[src/source/ps2_defines.svh]
/* PS/2 mouse host sizes
   inhibit and watchdog timer widths, position counter widths */

`ifndef PS2_DEFINES_SVH
`define PS2_DEFINES_SVH

// ----------------------------------------
// init timing, in clk cycles as log2
// ----------------------------------------
`define PS2_INHIBIT_BITS 12	// clock held low for 2^12 cycles
`define PS2_TIMEOUT_BITS 16	// watchdog, must be >= inhibit bits

// ----------------------------------------
// position counters
// ----------------------------------------
`define MOUSE_X_BITS 8	// x counter width, wraps
`define MOUSE_Y_BITS 8	// y counter width, wraps

`endif

[src/source/ps2_link_pkg.sv]
/* PS/2 link protocol constants
   command and reply codes, device frame length */

`default_nettype none

package ps2_link_pkg;

	// ----------------------------------------
	// host to device commands
	// ----------------------------------------
	localparam logic [7:0] PS2_CMD_ENABLE = 8'hF4;	// enable data reporting

	// ----------------------------------------
	// device to host replies
	// ----------------------------------------
	localparam logic [7:0] PS2_REPLY_ACK = 8'hFA;	// command acknowledge

	// start + 8 data + parity + stop
	localparam int PS2_FRAME_BITS = 11;

endpackage

`default_nettype wire

[src/source/mouse_pkg.sv]
/* mouse packet types
   first packet byte seen either raw or as the status/button view */

`default_nettype none

package mouse_pkg;

	// one packet byte, status view used for byte 0 only
	typedef union packed
	{
		logic [7:0] raw;	// delta bytes
		struct packed
		{
			logic y_ovf;	// y overflow
			logic x_ovf;	// x overflow
			logic y_sign;	// y delta bit 8
			logic x_sign;	// x delta bit 8
			logic sync_one;	// always 1 in a status byte
			logic middle;	// middle button
			logic right;	// right button
			logic left;	// left button
		} status;
	} mouse_byte_u;

	// standard packet, no wheel byte
	localparam int MOUSE_PACKET_BYTES = 3;

endpackage

`default_nettype wire

[src/source/ps2_line_sync.sv]
/* PS/2 line synchronizer
   two-flop sync of mouse clock and data, registered falling-edge strobe */

`timescale 1ns/1ps
`default_nettype none

module ps2_line_sync
(
	input wire clk,
	input wire mrreset,
	input wire ps2_clk_in,	// mouse clock line
	input wire ps2_dat_in,	// mouse data line
	output logic bit_fall,	// one cycle per falling clock edge
	output logic bit_data	// data level at that edge
);

	logic clk_s1, clk_s2, clk_d;	// clock sync chain + last sample
	logic dat_s1, dat_s2;	// data sync chain

	always_ff @(posedge clk)
	begin
		if (mrreset)
		begin
			clk_s1 <= 1'b1;	// idle lines are high
			clk_s2 <= 1'b1;
			clk_d <= 1'b1;
			dat_s1 <= 1'b1;
			dat_s2 <= 1'b1;
			bit_fall <= 1'b0;
			bit_data <= 1'b1;
		end
		else
		begin
			clk_s1 <= ps2_clk_in;
			clk_s2 <= clk_s1;
			clk_d <= clk_s2;
			dat_s1 <= ps2_dat_in;
			dat_s2 <= dat_s1;
			bit_fall <= clk_d & ~clk_s2;	// high then low
			bit_data <= dat_s2;	// aligned with the edge compare
		end
	end

endmodule

`default_nettype wire

[src/source/ps2_frame_rx.sv]
/* PS/2 device-to-host frame receiver
   11-bit shifter, byte strobe when start bit reaches bit 0, start/stop/parity check */

`timescale 1ns/1ps
`default_nettype none

module ps2_frame_rx
(
	input wire clk,
	input wire mrreset,
	input wire flush,	// hold shifter empty
	input wire bit_fall,	// bit strobe from line sync
	input wire bit_data,	// sampled data bit
	output logic byte_valid,	// one cycle, frame complete
	output logic [7:0] byte_data,	// received data byte
	output logic parity_err	// bad odd parity or stop bit
);

	import ps2_link_pkg::*;

	localparam logic [PS2_FRAME_BITS-1:0] RX_EMPTY = '1;

	logic [PS2_FRAME_BITS-1:0] shreg;	// {stop, parity, d7..d0, start}
	logic frame_done;

	// ----------------------------------------
	// shifter
	// ----------------------------------------
	// ones shift out ahead of the start zero, so bit 0 going low
	// means all 11 bits are in
	assign frame_done = ~shreg[0];

	always_ff @(posedge clk)
	begin
		if (mrreset || flush || frame_done)
		begin
			shreg <= RX_EMPTY;	// reload, same cycle as byte_valid
		end
		else if (bit_fall)
		begin
			shreg <= {bit_data, shreg[PS2_FRAME_BITS-1:1]};	// lsb first
		end
	end

	// ----------------------------------------
	// frame outputs
	// ----------------------------------------
	assign byte_valid = frame_done;
	assign byte_data = shreg[8:1];	// data bits, lsb at bit 1

	// data + parity must hold an odd count of ones, stop must be 1
	assign parity_err = ~(^shreg[9:1]) | ~shreg[PS2_FRAME_BITS-1];

endmodule

`default_nettype wire

[src/source/ps2_frame_tx.sv]
/* PS/2 host-to-device command sender
   shifts out the enable command with odd parity on device clock edges, then waits for ack */

`timescale 1ns/1ps
`default_nettype none

module ps2_frame_tx
(
	input wire clk,
	input wire mrreset,
	input wire tx_start,	// load and start a command frame
	input wire bit_fall,	// device clock falling edge
	output logic tx_done,	// one cycle, ack clock seen
	output logic ps2_dat_out	// 0 pulls data low
);

	import ps2_link_pkg::*;

	localparam int TX_BITS = PS2_FRAME_BITS + 1;	// frame plus guard
	localparam logic [TX_BITS-1:0] TX_IDLE = TX_BITS'(1);	// only guard left
	localparam logic [TX_BITS-1:0] TX_FRAME =
		{1'b1, 1'b1, ~(^PS2_CMD_ENABLE), PS2_CMD_ENABLE, 1'b0};	// guard, stop, par, data, start

	logic [TX_BITS-1:0] shreg;	// bit 0 drives the data line
	logic busy;
	logic last_shift;	// this edge is the ack clock

	assign busy = (shreg != TX_IDLE);

	// only stop and guard remain, so the next edge is the device ack
	assign last_shift = (shreg[TX_BITS-1:1] == (TX_BITS-1)'(1));

	// ----------------------------------------
	// shifter
	// ----------------------------------------
	always_ff @(posedge clk)
	begin
		if (mrreset)
		begin
			shreg <= TX_IDLE;	// data released
			tx_done <= 1'b0;
		end
		else
		begin
			tx_done <= 1'b0;
			if (tx_start)
			begin
				shreg <= TX_FRAME;	// start bit low = request to send
			end
			else if (busy && bit_fall)
			begin
				shreg <= {1'b0, shreg[TX_BITS-1:1]};	// next bit on falling edge
				tx_done <= last_shift;	// guard reached, line released
			end
		end
	end

	assign ps2_dat_out = shreg[0];

endmodule

`default_nettype wire

[src/source/ps2_init_ctrl.sv]
/* PS/2 mouse init controller
   inhibit, send enable command, wait for ack, then stream; restart on timeout or bad reply */

`timescale 1ns/1ps
`default_nettype none

`include "ps2_defines.svh"

module ps2_init_ctrl
(
	input wire clk,
	input wire mrreset,
	input wire tx_done,	// command frame finished
	input wire byte_valid,	// received byte strobe
	input wire [7:0] byte_data,
	input wire parity_err,
	output logic tx_start,	// one cycle, start command
	output logic flush,	// keep receiver empty
	output logic ps2_clk_out,	// 0 pulls clock low
	output logic link_up	// mouse streaming
);

	import ps2_link_pkg::*;

	localparam logic [1:0] ST_INHIBIT = 2'd0;	// clock held low
	localparam logic [1:0] ST_SEND = 2'd1;	// command going out
	localparam logic [1:0] ST_WAIT_ACK = 2'd2;	// expecting FA
	localparam logic [1:0] ST_STREAM = 2'd3;	// packets flowing

	logic [1:0] state;
	logic [`PS2_TIMEOUT_BITS-1:0] timer;	// shared inhibit and watchdog count
	logic inhibit_done, wd_expired, ack_ok;

	// timer restarts from 0 on every state change, low bits give the inhibit
	assign inhibit_done = &timer[`PS2_INHIBIT_BITS-1:0];
	assign wd_expired = &timer;
	assign ack_ok = byte_valid & ~parity_err & (byte_data == PS2_REPLY_ACK);

	// ----------------------------------------
	// state machine
	// ----------------------------------------
	always_ff @(posedge clk)
	begin
		if (mrreset)
		begin
			state <= ST_INHIBIT;
			timer <= '0;
		end
		else
		begin
			timer <= timer + 1'b1;
			case (state)
				ST_INHIBIT:
					if (inhibit_done)
					begin
						state <= ST_SEND;	// release clock, tx_start now
						timer <= '0;
					end
				ST_SEND:
					if (tx_done)
					begin
						state <= ST_WAIT_ACK;
						timer <= '0;
					end
					else if (wd_expired)
					begin
						state <= ST_INHIBIT;	// device never clocked
						timer <= '0;
					end
				ST_WAIT_ACK:
					if (ack_ok)
					begin
						state <= ST_STREAM;
					end
					else if (byte_valid || wd_expired)
					begin
						state <= ST_INHIBIT;	// wrong reply, parity or timeout
						timer <= '0;
					end
				default:
					timer <= timer;	// stream, watchdog idle
			endcase
		end
	end

	assign tx_start = (state == ST_INHIBIT) & inhibit_done;
	assign flush = (state == ST_INHIBIT) | (state == ST_SEND);	// no readback of own bits
	assign ps2_clk_out = (state != ST_INHIBIT);
	assign link_up = (state == ST_STREAM);

endmodule

`default_nettype wire

[src/source/mouse_packet_decode.sv]
/* mouse packet decoder
   collects status, dx and dy bytes, resyncs on the status sync bit, builds 9-bit deltas */

`timescale 1ns/1ps
`default_nettype none

module mouse_packet_decode
(
	input wire clk,
	input wire mrreset,
	input wire link_up,	// only decode while streaming
	input wire byte_valid,
	input wire [7:0] byte_data,
	input wire parity_err,
	output logic pkt_valid,	// one cycle, packet ready
	output mouse_pkg::mouse_byte_u pkt_status,	// status byte of the packet
	output logic signed [8:0] pkt_dx,
	output logic signed [8:0] pkt_dy
);

	import mouse_pkg::*;

	localparam int IDX_BITS = $clog2(MOUSE_PACKET_BYTES);
	localparam logic [IDX_BITS-1:0] IDX_LAST = IDX_BITS'(MOUSE_PACKET_BYTES - 1);

	mouse_byte_u in_byte;	// incoming byte, both views
	mouse_byte_u status_q;	// held status byte
	logic [7:0] dx_q;	// held x delta
	logic [IDX_BITS-1:0] idx;	// byte position in packet

	assign in_byte.raw = byte_data;

	always_ff @(posedge clk)
	begin
		pkt_valid <= 1'b0;
		if (mrreset || !link_up)
		begin
			pkt_valid <= 1'b0;
			idx <= '0;
		end
		else if (byte_valid)
		begin
			if (parity_err)
			begin
				idx <= '0;	// drop byte, restart packet
			end
			else if (idx == '0)
			begin
				status_q <= in_byte;
				if (in_byte.status.sync_one)
				begin
					idx <= idx + 1'b1;	// else stay, resync
				end
			end
			else if (idx == IDX_LAST)
			begin
				pkt_status <= status_q;
				pkt_dx <= {status_q.status.x_sign, dx_q};
				pkt_dy <= {status_q.status.y_sign, in_byte.raw};
				pkt_valid <= 1'b1;
				idx <= '0;
			end
			else
			begin
				dx_q <= in_byte.raw;
				idx <= idx + 1'b1;
			end
		end
	end

endmodule

`default_nettype wire

[src/source/mouse_position.sv]
/* mouse position and buttons
   x adds dx, y subtracts dy, both wrap at counter width; buttons from the status byte */

`timescale 1ns/1ps
`default_nettype none

`include "ps2_defines.svh"

module mouse_position
(
	input wire clk,
	input wire mrreset,
	input wire pkt_valid,
	input wire mouse_pkg::mouse_byte_u pkt_status,
	input wire signed [8:0] pkt_dx,
	input wire signed [8:0] pkt_dy,
	output logic [`MOUSE_X_BITS-1:0] x_count,
	output logic [`MOUSE_Y_BITS-1:0] y_count,
	output logic [2:0] buttons	// {middle, right, left}
);

	localparam int XW = `MOUSE_X_BITS;
	localparam int YW = `MOUSE_Y_BITS;

	always_ff @(posedge clk)
	begin
		if (mrreset)
		begin
			x_count <= '0;
			y_count <= '0;
			buttons <= 3'b000;
		end
		else if (pkt_valid)
		begin
			x_count <= x_count + XW'(pkt_dx);	// sign-extend or truncate
			y_count <= y_count - YW'(pkt_dy);	// y counts downward
			buttons <= {pkt_status.status.middle, pkt_status.status.right,
				pkt_status.status.left};
		end
	end

endmodule

`default_nettype wire

[src/source/ps2_mouse_top.sv]
/* PS/2 mouse host top
   line sync, frame rx/tx, init control, packet decode and position counters */

`timescale 1ns/1ps
`default_nettype none

`include "ps2_defines.svh"

module ps2_mouse_top
(
	input wire clk,
	input wire mrreset,
	input wire ps2_clk_in,	// mouse clock line
	input wire ps2_dat_in,	// mouse data line
	output logic ps2_clk_out,	// 0 pulls clock low
	output logic ps2_dat_out,	// 0 pulls data low
	output logic link_up,	// init done, streaming
	output logic [`MOUSE_X_BITS-1:0] x_count,
	output logic [`MOUSE_Y_BITS-1:0] y_count,
	output logic [2:0] buttons	// {middle, right, left}
);

	import mouse_pkg::*;

	logic bit_fall, bit_data;	// line sync strobes
	logic byte_valid, parity_err;	// receiver strobes
	logic [7:0] byte_data;
	logic tx_start, tx_done, flush;	// init control handshake
	logic pkt_valid;	// packet strobe
	mouse_byte_u pkt_status;
	logic signed [8:0] pkt_dx, pkt_dy;

	// ----------------------------------------
	// PS/2 link
	// ----------------------------------------
	ps2_line_sync u_line_sync (.clk(clk), .mrreset(mrreset), .ps2_clk_in(ps2_clk_in),
		.ps2_dat_in(ps2_dat_in), .bit_fall(bit_fall), .bit_data(bit_data));

	ps2_frame_rx u_frame_rx (.clk(clk), .mrreset(mrreset), .flush(flush),
		.bit_fall(bit_fall), .bit_data(bit_data), .byte_valid(byte_valid),
		.byte_data(byte_data), .parity_err(parity_err));

	ps2_frame_tx u_frame_tx (.clk(clk), .mrreset(mrreset), .tx_start(tx_start),
		.bit_fall(bit_fall), .tx_done(tx_done), .ps2_dat_out(ps2_dat_out));

	ps2_init_ctrl u_init_ctrl (.clk(clk), .mrreset(mrreset), .tx_done(tx_done),
		.byte_valid(byte_valid), .byte_data(byte_data), .parity_err(parity_err),
		.tx_start(tx_start), .flush(flush), .ps2_clk_out(ps2_clk_out),
		.link_up(link_up));

	// ----------------------------------------
	// mouse packets
	// ----------------------------------------
	mouse_packet_decode u_packet_decode (.clk(clk), .mrreset(mrreset), .link_up(link_up),
		.byte_valid(byte_valid), .byte_data(byte_data), .parity_err(parity_err),
		.pkt_valid(pkt_valid), .pkt_status(pkt_status), .pkt_dx(pkt_dx),
		.pkt_dy(pkt_dy));

	mouse_position u_position (.clk(clk), .mrreset(mrreset), .pkt_valid(pkt_valid),
		.pkt_status(pkt_status), .pkt_dx(pkt_dx), .pkt_dy(pkt_dy),
		.x_count(x_count), .y_count(y_count), .buttons(buttons));

endmodule

`default_nettype wire

[config.mk]
export PLATFORM = sky130hd
export DESIGN_NAME = ps2_mouse_top
export DESIGN_NICKNAME = d
export VERILOG_FILES = /design/src/source/ps2_link_pkg.sv /design/src/source/mouse_pkg.sv /design/src/source/ps2_line_sync.sv /design/src/source/ps2_frame_rx.sv /design/src/source/ps2_frame_tx.sv /design/src/source/ps2_init_ctrl.sv /design/src/source/mouse_packet_decode.sv /design/src/source/mouse_position.sv /design/src/source/ps2_mouse_top.sv
export VERILOG_INCLUDE_DIRS = /design/src /design/src/source
export SDC_FILE = /design/constraint.sdc
export NUM_CORES = 1
export LEC_CHECK = 0
export ABC_AREA = 1
export BUFFER_PORTS_ARGS = -buffer_cell sky130_fd_sc_hd__buf_2
export CORE_AREA = 2 2 92 94
export DETAILED_ROUTE_END_ITERATION = 7
export DIE_AREA = 0 0 94 96
export HOLD_SLACK_MARGIN = 0.08
export MAX_ROUTING_LAYER = met4
export PLACE_DENSITY = 0.82
export REMOVE_ABC_BUFFERS = 1
export SYNTH_ARGS = -nofsm -noshare
export SYNTH_HDL_FRONTEND = slang
export SYNTH_SLANG_ARGS = --single-unit
[constraint.sdc]
create_clock -name clk -period 4.4 [get_ports clk]
set_input_delay 0 -clock clk [delete_from_list [all_inputs] [get_ports clk]]
set_output_delay 0 -clock clk [all_outputs]
set_load 0.005 [all_outputs]
== After elaboration in Yosys (flattened, before gate mapping) ==
Cells that the tools add are included.

* Bits in registers: 101
* Input port bits: 4
* Output and inout port bits: 22
* Word-level logic and storage cells: 94

* $add $sub $neg: 4
* Eq/ne operators: 11
* Multiplexer cells: 19
* Bitwise logic cells: 15
* Reduce and logical (&&, ||, !) cells: 22

{| class="wikitable"
|+ Operators with widths
! kind !! count
|-
| $mux W16 || 5
|-
| $pmux W16 S3 || 1
|-
| $mux W12 || 2
|-
| $mux W2 || 9
|-
| $add A16 B1 Y16 const B || 1
|-
| $reduce_and A16 Y1 || 1
|-
| $ne A12 B1 Y1 const B || 1
|-
| $reduce_and A12 Y1 || 1
|-
| $eq A11 B1 Y1 const B || 1
|-
| $reduce_and A5 Y1 || 2
|-
| $not A1 Y1 || 9
|-
| $reduce_xor A9 Y1 || 1
|-
| $add A8 B8 Y8 || 1
|-
| $eq A8 B8 Y1 const B || 1
|-
| $reduce_and A4 Y1 || 2
|-
| $sub A8 B8 Y8 || 1
|-
| $eq A2 B2 Y1 const B || 3
|-
| $pmux W2 S3 || 1
|-
| $and A1 B1 Y1 || 4
|-
| $logic_not A2 Y1 || 2
|-
| $logic_or A1 B1 Y1 || 4
|-
| $reduce_bool A2 Y1 || 2
|-
| $reduce_or A4 Y1 || 1
|-
| $ne A3 B1 Y1 const B || 1
|-
| 13 further kinds || 14
|}

== Longest topological paths before layout ==
* Word-level depth: 8
* Depth in mapped cells: 14
* Mapped depth without buffers: 13

== By module ==
Synthesis repeated with hierarchy kept, for this count alone.

* Cell total of the unflattened synthesis: 682
* Area total of the unflattened synthesis: 5484.0 um^2

{| class="wikitable"
|+ By module, submodules not included
! module !! instances !! cells an instance !! area an instance (um^2) !! seq. area each (um^2)
|-
| mouse_packet_decode || 1 || 68 || 1392.6 || 1261.2
|-
| mouse_position || 1 || 208 || 1367.6 || 380.4
|-
| ps2_init_ctrl || 1 || 223 || 1348.8 || 360.3
|-
| ps2_frame_tx || 1 || 82 || 596.8 || 260.2
|-
| ps2_frame_rx || 1 || 85 || 589.3 || 220.2
|-
| ps2_line_sync || 1 || 16 || 188.9 || 140.1
|}

== Worst setup path after synthesis ==
OpenSTA, ideal clock, no wires.

* Path type: register to register
* Start point: register u_frame_rx.shreg[1]
* End point: register u_packet_decode.pkt_dx[0] (enable)
* Setup time: 0.444 ns
* Arrival: 3.059 ns
* Data required time: 3.956 ns
* Path slack: 0.897 ns
* Cell stages (with the launch flop): 12
* Buffers on the path: 0
* Period minus slack after synthesis: 3.503 ns
* Cell sequence: dfxtp_1 inv_1 ha_1 inv_1 nand2_1 nand2_1 nand2_1 nand3_1 nand2_1 nor2_2 inv_1 nor4_1

* Cells in the longest elaborated chain, start to end: 5

{| class="wikitable"
|+ Ends and longest elaborated chain
! item !! line !! text
|-
| from (decl) || ps2_frame_rx.sv:23 || <nowiki>logic [PS2_FRAME_BITS-1:0] shreg;</nowiki>
|-
| from (signal assigned) || ps2_frame_rx.sv:41 || <nowiki>shreg <= {bit_data, shreg[PS2_FRAME_BITS-1:1]};</nowiki>
|-
| $reduce_xor A9 Y1 || ps2_frame_rx.sv:52 || <nowiki>assign parity_err = ~(^shreg[9:1]) | ~shreg[PS2_FRAME_BITS-1];</nowiki>
|-
| $not A1 Y1 || ps2_frame_rx.sv:52 ||
|-
| $or A1 B1 Y1 || ps2_frame_rx.sv:52 ||
|-
| $not A1 Y1 || n/a ||
|-
| $reduce_and A5 Y1 (no line) || n/a ||
|-
| to (signal assigned) || mouse_packet_decode.sv:58 || <nowiki>pkt_dx <= {status_q.status.x_sign, dx_q};</nowiki>
|-
| to (decl) || mouse_packet_decode.sv:17 || <nowiki>output logic signed [8:0] pkt_dx,</nowiki>
|}

Every way passes these cells.
A chain may end at the register's enable or synchronous reset.

== Worst setup path after layout ==
* Start point: register u_frame_rx.shreg[1]
* End point: register u_packet_decode.dx_q[7] (enable)

* Cells in the longest elaborated chain, start to end: 5

{| class="wikitable"
|+ Ends and longest elaborated chain
! item !! line !! text
|-
| $reduce_xor A9 Y1 || ps2_frame_rx.sv:52 ||
|-
| $not A1 Y1 || ps2_frame_rx.sv:52 ||
|-
| $or A1 B1 Y1 || ps2_frame_rx.sv:52 ||
|-
| $not A1 Y1 || n/a ||
|-
| $reduce_and A5 Y1 (no line) || n/a ||
|-
| to (signal assigned) || mouse_packet_decode.sv:65 || <nowiki>dx_q <= in_byte.raw;</nowiki>
|-
| to (decl) || mouse_packet_decode.sv:28 || <nowiki>logic [7:0] dx_q;</nowiki>
|}

Every way passes these cells.

==> impl_metrics.yaml <==
global_routing:
  grt_max_degree: 27
  grt-ovfl-total: 0
  grt_pass1_vias: 3591
  track_usage: 0.2330
  grt_pass1_wl_mm: 15.93
  antenna_found_initial: 0
critical_path:
  critPathArrivalTime_ps: 2700
  r2r-start: "u_frame_rx.shreg[1]"
  cp-start-kind: "flip-flop"
  ff2ff_path_depth: 11
  critPathRequiredTime_ps: 4390
  crit_type: "flip-flop to flip-flop"
  rr_endpoint: "u_packet_decode.dx_q[7]"
  endpoint_kind: "flip-flop"
  reg2reg_setup_slack_ps: 1690
  cp_max_fo: 8
cells_and_area:
  final_layout_size_suffix_gt1_frac: 0.1135
  multi_input_comb_area_mm2: 0.002058
  seqCellArea_mm2: 0.002322
  num-fill-cells: 673
  n_antenna_cell: 0
  area_growth_pct: 8.225
  fin_nets: 623
logic_synthesis:
  ys_top_cells_by_area: "dfxtp_1 30%, edfxtp_1 19%, nand2_1 11%, ha_1 6.1%, inv_1 5.2%"
  synth_compound_area_frac: 0.07326
  yosys-top-cells-count: "143 x nand2_1, 71 x dfxtp_1, 66 x inv_1, 57 x nor2_1, 34 x nand3_1"
  synth-simple-area-share: 0.2579
  synth-seq-area-share: 0.4909
  synth_cell_types: 36
  synthXorXnorAreaFrac: 0.03332
  synth.top_cell.area_share: 0.3004
  synth_edf_count: 30
  muxShareOfSynthArea: 0
  ys_seq_elements: 101
  synth_fa_ha_area_frac: 0.06929
  synth_top_area_cell: "dfxtp_1"
  synth_flop_cell: "dfxtp_1"
  yosysWarnings: 0
  synth_top_family_by_area: "simple AND/OR/NAND/NOR gates"
  yosysMostFrequentCell: "nand2_1"
  avgSynthCellArea_um2: 8.329
  synthArstFlopShare: 0
  synthCells: 568
  syn_area_mm2: 0.004731
die:
  die_w_um: 94
  start_util: 0.5876
  coreArea_mm2: 0.008051
  die_h_um: 96
  num_rows: 33
  die_area_mm2: 0.009024
  ios: 26
sta:
  rsz0062_at_grt: "no"
  fin_hold_ws_ps: 100.1
  post-route-period-util: 0.6150
  slew_headroom: 0.1873
  finalSetupTns_ps: 0
  setup_violations: 0
  layout_min_cycle_time_ps: 2706
  worst_pin_slew_ps: 1210
  hold_viol: 0
  maxSlewViolCount: 0
  fmax_mhz: 369.5
  finalClockSkew_ps: 19.07
detailed_routing:
  drt_iter0_markers: 271
  viasPerCell: 5.273
  ant_nets: 0
  wl_mm: 9.262
  drtPass1Iterations: 4
  num_vias: 3712
  drc: 0
  wl_per_cell_um: 13.16
min_path:
  hp-class: "input pin to flip-flop"
  whs_path_depth: 2
  hold_start: "mrreset"
  worstHoldEndpoint: "u_position.x_count[7]"
placed_design:
  io_buffers: 25
  place.gp.congestion: 0.8696
  dp_hpwl_mm: 6.554
power_and_ir_drop:
  peakVddDrop_mv: 0.2001
  power_density_mw_per_mm2: 309.8
  p_leak_nw: 2.330
clocking:
  clockRootBuffer: "clkbuf_8"
  cts_sinks: 101
  worstSkewPairLatency_ps: 380
  cts_buffers: 9
  cts_buffer_depth: 2
  cts_tree: "yes"
  htreeDepth: 3
  clk_pin_slew_ps: 110
  cts_resized: 0
run:
  maxCapViolCount: 0
status:
  status: "finished clean"
[placed cells by master, fill, tap and decap left out, types with 2 or more instances in the layout]
master / instances
nor3_2: 4
edfxtp_1: 30
o211ai_1: 6
inv_1: 66
nor2_1: 57
a31oi_1: 4
o21ai_0: 23
nor4_1: 5
a21oi_1: 23
nor3b_1: 2
o21ai_1: 2
a21o_1: 2
inv_2: 3
nor2_2: 3
inv_6: 3
nand4_1: 6
buf_4: 3
fa_1: 2
nand2_1: 143
buf_2: 25
dfxtp_1: 71
clkinv_2: 2
nand3_1: 34
nand2_2: 3
xor2_1: 10
xnor2_1: 8
nand4_2: 2
ha_1: 23
nor3_1: 8
dlygate4sd3_1: 2
clkbuf_8: 10
or2_2: 6
[worst max-delay path, stage by stage (launching register included)]
cell     delay (ps)
dfxtp_1         380
inv_1            90
ha_1            320
inv_1            60
nand2_1          70
nand2_1          70
nand2_1          60
nand3_1          60
nand2_1          60
nor2_2          120
inv_1           110
nor3_1          930
[cells by family after synthesis]
| kind of cell | after synthesis |
|---|---|
| simple gates | 277 |
| flops | 101 |
| buf+inv | 84 |
| compound gates | 63 |
| fa+ha+maj | 25 |
| xor+xnor | 18 |
[metrics by stage]
step                      cell area, µm²  cells  utilization  worst slack (ps)  power [mW]
after floorplan                     4633    553            -             631.5       1.022
after global placement              4918    686       0.6109              1883       1.039
after detailed placement            4918    686       0.6109              1670       1.041
after CTS                           5120    704       0.6359              1662       1.595
after global routing                5120    704       0.6359              1468       1.642
final                               5120    704       0.6359              1694       1.586
[how the worst max path moves through the flow]
stage / startpoint / endpoint / slack [ps]
3_5_place_dp: u_init_ctrl.state[1] / u_packet_decode.dx_q[1] / 1670
3_3_place_gp: u_frame_rx.shreg[1] / u_packet_decode.dx_q[5] / 1880
2_1_floorplan: u_init_ctrl.state[1] / u_packet_decode.pkt_dx[0] / 630
6_report: u_frame_rx.shreg[1] / u_packet_decode.dx_q[7] / 1690
5_1_grt: u_frame_rx.shreg[1] / u_packet_decode.dx_q[3] / 1470
4_1_cts: u_frame_rx.shreg[1] / u_packet_decode.dx_q[4] / 1660
[report_power, final]
group	internal, mW	switching [mW]
clock	0.226	0.339
combinational	0.0186	0.0374
sequential	0.959	0.00620
total	1.20	0.383
[flip-flops by register name, indices dropped and copies added, names as in the netlist, 3 cells and up]
name and count:
u_frame_rx.shreg 11, u_packet_decode.pkt_dx 8, u_packet_decode.pkt_status 3, u_packet_decode.status_q 3, u_init_ctrl.timer 16, u_position.y_count 8, u_packet_decode.pkt_dy 8, u_packet_decode.dx_q 8
u_position.x_count 8, u_position.buttons 3, u_frame_tx.shreg 12
[layout make-up]
cell class,count,share of cell area
Sequential cell,101,0.4536
Multi-Input combinational cell,383,0.4020
Inverter,69,0.05059
Timing Repair Buffer,30,0.03275
Clock buffer,10,0.02688
Tap cell,105,0.02566
Clock inverter,6,0.008553
[per-layer routing]
layer,part of all wire,GRT usage,vias to the layer above
li1,-,-,1894
met1,0.45,0.2730,1732
met2,0.49,0.4024,72
met3,0.038,0.04699,14
met4,0.014,0.08092,0
met5,0,-,-
[timing repair]
action	in CTS	in global routing
setup buffers	0	0
hold buffers	2	0
hold endpoints to repair	2	0
Power figures use the tool's default switching activity.
